[config.mk]
export PLATFORM = sky130hd
export DESIGN_NAME = sample_pipeline_top
export DESIGN_NICKNAME = d
export VERILOG_FILES = /design/src/dsp_pkg.sv /design/src/sample_pipeline_top.sv /design/src/band_split.sv /design/src/adc_serial.sv /design/src/sample_divider.sv
export SDC_FILE = /design/constraint.sdc
export NUM_CORES = 1
export LEC_CHECK = 0
export ABC_AREA = 1
export ABC_CLOCK_PERIOD_IN_PS = 3100
export BUFFER_PORTS_ARGS = -buffer_cell sky130_fd_sc_hd__buf_2
export CORE_MARGIN = 5
export CORE_UTILIZATION = 46
export DETAILED_ROUTE_END_ITERATION = 8
export HOLD_SLACK_MARGIN = 0.06
export PLACE_DENSITY = 0.65
export SLEW_MARGIN = 15
export SYNTH_ARGS = -nofsm -noshare
export SYNTH_HDL_FRONTEND = slang
export SYNTH_HIERARCHICAL = 1
export SYNTH_SLANG_ARGS = --single-unit
[constraint.sdc]
create_clock -name clk -period 3.1 [get_ports clk]
set_input_delay 0.31 -clock clk [delete_from_list [all_inputs] [get_ports clk]]
set_output_delay 0.31 -clock clk [all_outputs]
set_load 0.02 [all_outputs]
[src/dsp_pkg.sv]
// Shared constants for the sampling pipeline
// Unsigned 12-bit ADC codes, fixed 16-bit serial frame
// SAMPLE_DIV must exceed FRAME_BITS + 2 so that frames never overlap
// AVG_TAPS must be a power of two

`default_nettype none

package dsp_pkg;

  // ==============================
  // Sample formats
  // ==============================
  localparam int unsigned SAMPLE_W = 12;            // ADC code width
  localparam int unsigned HP_W     = SAMPLE_W + 1;  // Signed highpass result

  // ==============================
  // Serial frame layout
  // ==============================
  localparam int unsigned FRAME_BITS = 16;              // CS low cycles per conversion
  localparam int unsigned LEAD_BITS  = 2;               // Don't-care bits up front
  localparam int unsigned NULL_POS   = LEAD_BITS + 1;   // Must read zero
  localparam int unsigned DATA_LAST  = NULL_POS + SAMPLE_W;  // LSB position

  // Frame position counter, counts 1..FRAME_BITS
  localparam int unsigned BIT_POS_W = $clog2(FRAME_BITS + 1);

  // Typed positions, saves casts at every compare
  localparam logic [BIT_POS_W-1:0] POS_NULL      = BIT_POS_W'(NULL_POS);
  localparam logic [BIT_POS_W-1:0] POS_DATA_LAST = BIT_POS_W'(DATA_LAST);
  localparam logic [BIT_POS_W-1:0] POS_LAST      = BIT_POS_W'(FRAME_BITS);

  // ==============================
  // Sample rate divider
  // ==============================
  localparam int unsigned SAMPLE_DIV = 64;  // Clocks between strobes
  localparam int unsigned DIV_W      = $clog2(SAMPLE_DIV);
  localparam logic [DIV_W-1:0] DIV_LAST = DIV_W'(SAMPLE_DIV - 1);  // Wrap value

  // ==============================
  // Moving average
  // ==============================
  localparam int unsigned AVG_TAPS  = 4;
  localparam int unsigned AVG_SHIFT = $clog2(AVG_TAPS);  // Divide by shift
  localparam int unsigned SUM_W     = SAMPLE_W + AVG_SHIFT;  // Never overflows

endpackage

`default_nettype wire
[src/sample_pipeline_top.sv]
// Sampling pipeline, one clock domain
// Divider -> serial ADC capture -> lowpass / highpass split
// out_valid pulses 18 cycles after each strobe, err 17 cycles after
// No back-pressure, consumers must take every pulse

`timescale 1ns/100ps
`default_nettype none

module sample_pipeline_top (
  input  logic                               clk,
  input  logic                               arst_n,
  input  logic                               en,         // Sampling enable
  input  logic                               adc_sdi,    // From converter
  output logic                               adc_cs_n,   // To converter
  output logic        [dsp_pkg::SAMPLE_W-1:0] lp_data,
  output logic signed [dsp_pkg::HP_W-1:0]     hp_data,
  output logic                               out_valid,
  output logic                               err         // Bad frame pulse
);

  logic                         sample_strobe;  // Divider to ADC
  logic [dsp_pkg::SAMPLE_W-1:0] sample_data;
  logic                         sample_valid;
  logic                         sample_error;

  assign err = sample_error;   // Straight out, no extra delay

  // ==============================
  // Stages
  // ==============================
  sample_divider divider (
    .clk           (clk),
    .arst_n        (arst_n),
    .en            (en),
    .sample_strobe (sample_strobe)
  );

  adc_serial adc (
    .clk           (clk),
    .arst_n        (arst_n),
    .sample_strobe (sample_strobe),
    .adc_sdi       (adc_sdi),
    .adc_cs_n      (adc_cs_n),
    .sample_data   (sample_data),
    .sample_valid  (sample_valid),
    .sample_error  (sample_error)
  );

  // Error frames never reach the filter window
  band_split split (
    .clk           (clk),
    .arst_n        (arst_n),
    .sample_valid  (sample_valid),
    .sample_data   (sample_data),
    .lp_data       (lp_data),
    .hp_data       (hp_data),
    .out_valid     (out_valid)
  );

endmodule

`default_nettype wire

[src/band_split.sv]
// Splits each accepted sample into lowpass and highpass parts
// Lowpass is a 4-tap moving average, floor of sum / AVG_TAPS
// Highpass is the new sample minus that average, signed
// Window starts at zeros, so the first outputs show warm-up
// Results register one cycle after sample_valid

`timescale 1ns/100ps
`default_nettype none

module band_split (
  input  logic                               clk,
  input  logic                               arst_n,
  input  logic                               sample_valid,  // New good sample
  input  logic        [dsp_pkg::SAMPLE_W-1:0] sample_data,
  output logic        [dsp_pkg::SAMPLE_W-1:0] lp_data,       // Moving average
  output logic signed [dsp_pkg::HP_W-1:0]     hp_data,       // Residue
  output logic                               out_valid
);

  // Newest sample in entry 0, oldest in the last entry
  logic [dsp_pkg::SAMPLE_W-1:0] win [dsp_pkg::AVG_TAPS];
  logic [dsp_pkg::SUM_W-1:0]    sum_q;     // Sum of the window
  logic [dsp_pkg::SUM_W-1:0]    sum_next;  // Sum with new sample in
  logic [dsp_pkg::SUM_W-1:0]    new_ext;   // New sample, sum width
  logic [dsp_pkg::SUM_W-1:0]    old_ext;   // Sample falling out

  logic        [dsp_pkg::SAMPLE_W-1:0] lp_next;
  logic signed [dsp_pkg::HP_W-1:0]     hp_next;

  // ==============================
  // Running sum
  // ==============================
  assign new_ext = {{dsp_pkg::AVG_SHIFT{1'b0}}, sample_data};
  assign old_ext = {{dsp_pkg::AVG_SHIFT{1'b0}}, win[dsp_pkg::AVG_TAPS-1]};

  // Add newest, drop oldest
  assign sum_next = sum_q + new_ext - old_ext;

  // Floor divide by shift, unsigned sum
  assign lp_next = sum_next[dsp_pkg::SUM_W-1:dsp_pkg::AVG_SHIFT];

  // Both operands zero extended, result fits HP_W
  assign hp_next = $signed({1'b0, sample_data}) - $signed({1'b0, lp_next});

  // Window only moves on good samples
  always_ff @(posedge clk or negedge arst_n) begin
    if (!arst_n) begin
      for (int i = 0; i < dsp_pkg::AVG_TAPS; i++) begin
        win[i] <= '0;
      end
      sum_q <= '0;
    end else if (sample_valid) begin
      win[0] <= sample_data;
      for (int i = 1; i < dsp_pkg::AVG_TAPS; i++) begin
        win[i] <= win[i-1];   // Age the window
      end
      sum_q <= sum_next;
    end
  end

  // ==============================
  // Output registers
  // ==============================
  always_ff @(posedge clk or negedge arst_n) begin
    if (!arst_n) begin
      out_valid <= 1'b0;
    end else begin
      out_valid <= sample_valid;   // Same cycle as the data below
    end
  end

  always_ff @(posedge clk) begin
    if (sample_valid) begin
      lp_data <= lp_next;
      hp_data <= hp_next;
    end
  end

endmodule

`default_nettype wire

[src/adc_serial.sv]
// Serial capture for a single-channel, data-only SPI ADC
// Serial clock is clk itself, sdi sampled on the rising edge
// Strobes that arrive while a frame is running are ignored
// On a null bit error sample_data keeps the last good code

`timescale 1ns/100ps
`default_nettype none

module adc_serial (
  input  logic                         clk,
  input  logic                         arst_n,
  input  logic                         sample_strobe,  // Start a conversion
  input  logic                         adc_sdi,        // Serial data from converter
  output logic                         adc_cs_n,       // Chip select, active low
  output logic [dsp_pkg::SAMPLE_W-1:0] sample_data,    // Last good code
  output logic                         sample_valid,   // Good frame pulse
  output logic                         sample_error    // Bad null bit pulse
);

  typedef enum logic {
    ST_IDLE  = 1'b0,
    ST_SHIFT = 1'b1
  } state_t;

  state_t                          state;
  logic [dsp_pkg::BIT_POS_W-1:0]   bit_pos;   // Frame position of bit on sdi
  logic                            null_bad;  // Null bit read as one
  logic [dsp_pkg::SAMPLE_W-1:0]    shift_q;   // Data bits, MSB first
  logic                            in_data;   // Current bit is a data bit
  logic                            last_bit;  // Current bit ends the frame
  logic                            shifting;

  assign shifting = (state == ST_SHIFT);
  assign last_bit = (bit_pos == dsp_pkg::POS_LAST);

  // Data sits right after the null bit, up to DATA_LAST
  assign in_data = (bit_pos > dsp_pkg::POS_NULL) && (bit_pos <= dsp_pkg::POS_DATA_LAST);

  // ==============================
  // Frame control
  // ==============================
  always_ff @(posedge clk or negedge arst_n) begin
    if (!arst_n) begin
      state        <= ST_IDLE;
      bit_pos      <= '0;
      null_bad     <= 1'b0;
      adc_cs_n     <= 1'b1;    // Converter deselected
      sample_valid <= 1'b0;
      sample_error <= 1'b0;
    end else begin
      // Result pulses last one cycle
      sample_valid <= 1'b0;
      sample_error <= 1'b0;

      case (state)
        ST_IDLE: begin
          if (sample_strobe) begin
            state    <= ST_SHIFT;
            adc_cs_n <= 1'b0;    // Open frame
            bit_pos  <= dsp_pkg::BIT_POS_W'(1);
            null_bad <= 1'b0;
          end
        end

        ST_SHIFT: begin
          if (bit_pos == dsp_pkg::POS_NULL) begin
            null_bad <= adc_sdi;   // Latch null bit
          end
          if (last_bit) begin
            state        <= ST_IDLE;
            adc_cs_n     <= 1'b1;  // Close frame
            bit_pos      <= '0;
            sample_valid <= !null_bad;
            sample_error <= null_bad;
          end else begin
            bit_pos <= bit_pos + 1'b1;
          end
        end

        default: begin
          state    <= ST_IDLE;
          adc_cs_n <= 1'b1;
        end
      endcase
    end
  end

  // ==============================
  // Data path
  // ==============================
  // Shift register fills over the 12 data bits, done before the last bit
  always_ff @(posedge clk) begin
    if (shifting && in_data) begin
      shift_q <= {shift_q[dsp_pkg::SAMPLE_W-2:0], adc_sdi};
    end
    if (shifting && last_bit && !null_bad) begin
      sample_data <= shift_q;   // Only good frames update
    end
  end

endmodule

`default_nettype wire

[src/sample_divider.sv]
// Sample strobe generator
// Counter holds at zero while en is low, so no strobes then
// First strobe comes SAMPLE_DIV cycles after en rises, then one per period
// Strobe is a registered one-cycle pulse

`timescale 1ns/100ps
`default_nettype none

module sample_divider (
  input  logic clk,
  input  logic arst_n,
  input  logic en,             // Run enable, level
  output logic sample_strobe   // One-cycle pulse per period
);

  logic [dsp_pkg::DIV_W-1:0] div_cnt;   // Clocks since last wrap
  logic                      div_wrap;  // Count at its last value

  assign div_wrap = (div_cnt == dsp_pkg::DIV_LAST);

  // ==============================
  // Period counter and strobe
  // ==============================
  always_ff @(posedge clk or negedge arst_n) begin
    if (!arst_n) begin
      div_cnt       <= '0;
      sample_strobe <= 1'b0;
    end else if (!en) begin
      div_cnt       <= '0;    // Hold at zero while stopped
      sample_strobe <= 1'b0;
    end else begin
      sample_strobe <= div_wrap;
      if (div_wrap) begin
        div_cnt <= '0;         // Restart period
      end else begin
        div_cnt <= div_cnt + 1'b1;
      end
    end
  end

endmodule

`default_nettype wire

==> results by group <==
Global routing
  • Overflow after GRT: 0
  • First-pass GRT wire length: approximately 23,000 µm
  • Largest net degree at the start of global routing: between 80 and 90
  • Vias in the first global route: 4,978
  • Initial antenna violation count: 0
  • Gr usage total: 18.00%

Setup path
  • Crit-path max FO: 4
  • Worst EP required: 3290 ps
  • Critical Path Source: split/old_ext[5]$_DFFE_PN0P_
  • Crit start category: register
  • WS Path Type: reg2reg
  • Worst setup EP type: register
  • Reg2reg setup slack: -80 ps
  • Reg2reg end: split/hp_data[11]$_DFFE_PP_
  • Reg2Reg Depth: 19
  • WP data arrival: 3360 ps
  • Worst reg2reg path startpoint: split/old_ext[5]$_DFFE_PN0P_

Detailed routing
  • Final ANT Viol Nets: 0
  • Detailed Route WL: 13,750 µm
  • DRT iter0 DRCs: 227
  • DRC violations left: 0
  • Via Count: 4,853
  • Via density: 4.810
  • Routed wire per std cell: 13.63 µm
  • DR pass1 iterations: 5

Worst hold path
  • WHS Endpoint: adc/shift_q[0]$_DFFE_PP_
  • Hold Crit Depth: 1
  • Worst hold path type: in2reg
  • Worst Hold Launch: adc_sdi

Floorplan
  • Die height: 128.2 µm
  • Die ar.: 16,420 µm²
  • Core area: 13,770 µm²
  • Row cnt: 43
  • Initial Utilization: between 40% and 50%
  • Die Width: 128.2 µm
  • Io pins: 32

Power
  • Total Power: 0.007120 W
  • Sw Pwr: ~0.0024 W
  • PD cells: 840.8 nW/µm²
  • Sequential share of power: 33.0%
  • Switching Share: 33.57%
  • Combinational Power Share: 38.7%
  • Leakage: 4.184 nW
  • Worst vdd ir: 0.5165 mV
  • Internal: 0.004729 W
  • Clock share of power: 28.3%

Logic synthesis
  • Post-synth ARST share: 62.02%
  • Largest family of logic cells by synthesized area: simple AND/OR/NAND/NOR gates
  • Seq/Total Area, Yosys: between 50% and 60%
  • Synth Area per Inst: 9.443 µm²
  • Mux contribution to synthesized area: 0%
  • Synth Area in Simple Gates: roughly 22%
  • Biggest area consumer among synthesized cells: dfrtp_1
  • Xor/xnor cell area share of the yosys netlist: 2.572%
  • Post-Syn Area: between 6000 and 7000 µm²
  • Yosys top cell area share: 30.79%
  • Seq cells post-synth: 129
  • Complex-gate fraction of the synthesized area: about 4.8%
  • Post-synth EDFFs: 49
  • Post-synthesis cell type count: 34
  • Synthesis Warnings: 6
  • Post-synth net total: approximately 720
  • Post-synth top flop: dfrtp_1
  • Adder-Cell Fraction of Synth Area: 9.119%
  • Ranking of synthesized cells by area: dfrtp_1 (31%), edfxtp_1 (23%), nand2_1 (13%), inv_1 (6.0%), ha_1 (5.1%)
  • Synth Instances: 680

Placed design
  • Global placer's final weighted congestion: approximately 0.93
  • DP HPWL: approximately 9000 µm
  • Area after detailed placement: 7347 µm²
  • Port Buffers: 31
  • # placed instances: around 940

Status
  • Status: complete, but fails checks
  • Failing checks: negative setup slack

Final layout
  • Cell Count, Final, Fillers Out: 1,009
  • Layout cells sized above 1: 32.93%
  • P&R area growth vs syn: 31.88%
  • Post-layout util: 61.48%
  • N_diodes: 0
  • Commonest non-fill, non-tap cell in the layout: nand2_1
  • Most frequent cells in the layout: nand2_1 (205), buf_4 (97), inv_1 (88)
  • Final nets: 859
  • Final Cell Area: 8468 µm²

Clock network
  • Inserted Clock Buffers: 17
  • Reg clk slew, reported paths: 60 ps
  • TritonCTS Sinks: 129
  • Clock Latency Late Sink: 420 ps
  • CTS tree: yes
  • CTS max path bufs: 2
  • CTS root buffer: clkbuf_16
  • H-tree Lvls: 4

Timing
  • Period minus WS final: ~3200 ps
  • Worst slew pin tran: 915.9 ps
  • Final setup vio count: 7
  • Slew Limit Fails: 0
  • Final hold slack: 112.3 ps
  • Unrepaired setup endpoints after global routing: true
  • FMAX: 0.3147 GHz
  • Setup ws final: -77.48 ps
  • Final critical-path share of the clock period: 102.5%
  • Hold Vio Cnt, Final: 0
  • Rel. slew slack: between 30% and 40%
  • Clock Skews: ~7.5 ps

Run
  • Number of max-cap violations: 0
==> power groups by stage <==
stage / combinational, W / clock, W / sequential, W
after detailed placement: 0.00229 / 0 / 0.00237
after floorplan: 0.00154 / 0 / 0.00232
after global routing: 0.00304 / 0.00214 / 0.00238
final: 0.00276 / 0.00202 / 0.00235
after CTS: 0.00265 / 0.00206 / 0.00235
after global placement: 0.00222 / 0 / 0.00236
==> how the worst max path moves through the flow <==
stage	to	slack, ps	cells after the start
6_report	split/hp_data[11]$_DFFE_PP_	-80	19
2_1_floorplan	split/hp_data[8]$_DFFE_PP_	-7	17
3_3_place_gp	split/hp_data[12]$_DFFE_PP_	-130	18
5_1_grt	split/hp_data[11]$_DFFE_PP_	-260	18
3_5_place_dp	split/hp_data[9]$_DFFE_PP_	-160	20
4_1_cts	split/hp_data[9]$_DFFE_PP_	-60	18
==> registers in the layout, summed over array words and instances, names as in the netlist <==
name,flops
adc/adc_cs_n,1
adc/bit_pos,5
adc/null_bad,1
adc/sample_data,12
adc/sample_error,1
adc/sample_valid,1
adc/shift_q,12
adc/shifting,1
divider/div_cnt,6
divider/sample_strobe,1
split/hp_data,13
split/lp_data,12
split/old_ext,12
split/out_valid,1
split/sum_q,14
split/win,36
==> cell usage after synthesis (2+ instances only) <==
library cell	n
a21oi_1	16
a31oi_1	2
clkbuf_1	13
dfrtp_1	79
edfxtp_1	49
fa_1	13
ha_1	26
inv_1	103
nand2_1	223
nand2_2	18
nand2_4	3
nand3_1	21
nand3_2	10
nand4_1	7
nand4_2	3
nor2_1	24
nor2_2	5
o21ai_0	26
o21ai_1	5
o21bai_1	5
xnor2_1	7
xor2_1	10
==> what timing repair did <==
| action | CTS | global route |
|---|---|---|
| setup endpoints to repair | 7 | 11 |
| hold buffers | 0 | 1 |
| buffers inserted | 23 | 8 |
| gates resized for setup | 53 | 15 |
| hold endpoints to repair | 0 | 23 |
| pin swaps | 32 | 25 |
==> per-layer routing <==
layer  track usage [%]  share of wire [%]  up-vias
met4             6.367                2.2        0
li1                  -                  -     2411
met3             6.208                3.7       23
met1             21.17                 43     2345
met5                 0                  0        -
met2             30.68                 51       74
==> cell type report <==
| class | count | area [µm²] |
|---|---|---|
| clock buffer | 25 | 540.5 |
| multi-input combinational | 432 | 2820 |
| timing repair buffer | 132 | 949.7 |
| sequential | 129 | 3476 |
| clock inverter | 7 | 65.06 |
| tap | 180 | 225.2 |
| fill | 1096 | 5305 |
| inverter | 104 | 391.6 |
==> cells by family after synthesis <==
logic type      Yosys count
flops                   129
simple gates            318
fa+ha+maj                39
compound gates           57
buf+inv                 119
xor+xnor                 18
==> critical path, cell delays in order (launching register included) <==
cell and delay (ps):
dfrtp_1 400, fa_1 570, inv_2 60, ha_4 300
nand2_4 70, inv_2 50, nand2_2 60, nand2_4 70
nand2_2 70, nand3_2 90, a21oi_2 60, o21bai_1 140
xor2_1 220, ha_1 300, inv_2 80, o21bai_1 80
a21oi_2 130, nand2_1 60, nand2_1 70, nand2_1 40
==> through the flow <==
step	worst slack (ps)	setup TNS, ps
floorplan	-7.034	-7.034
global placement	-132.5	-471.8
detailed placement	-161.7	-860.5
CTS	-63.40	-222.5
global route	-255.3	-1626
finish	-77.48	-258.9
Power figures use the tool's default switching activity.
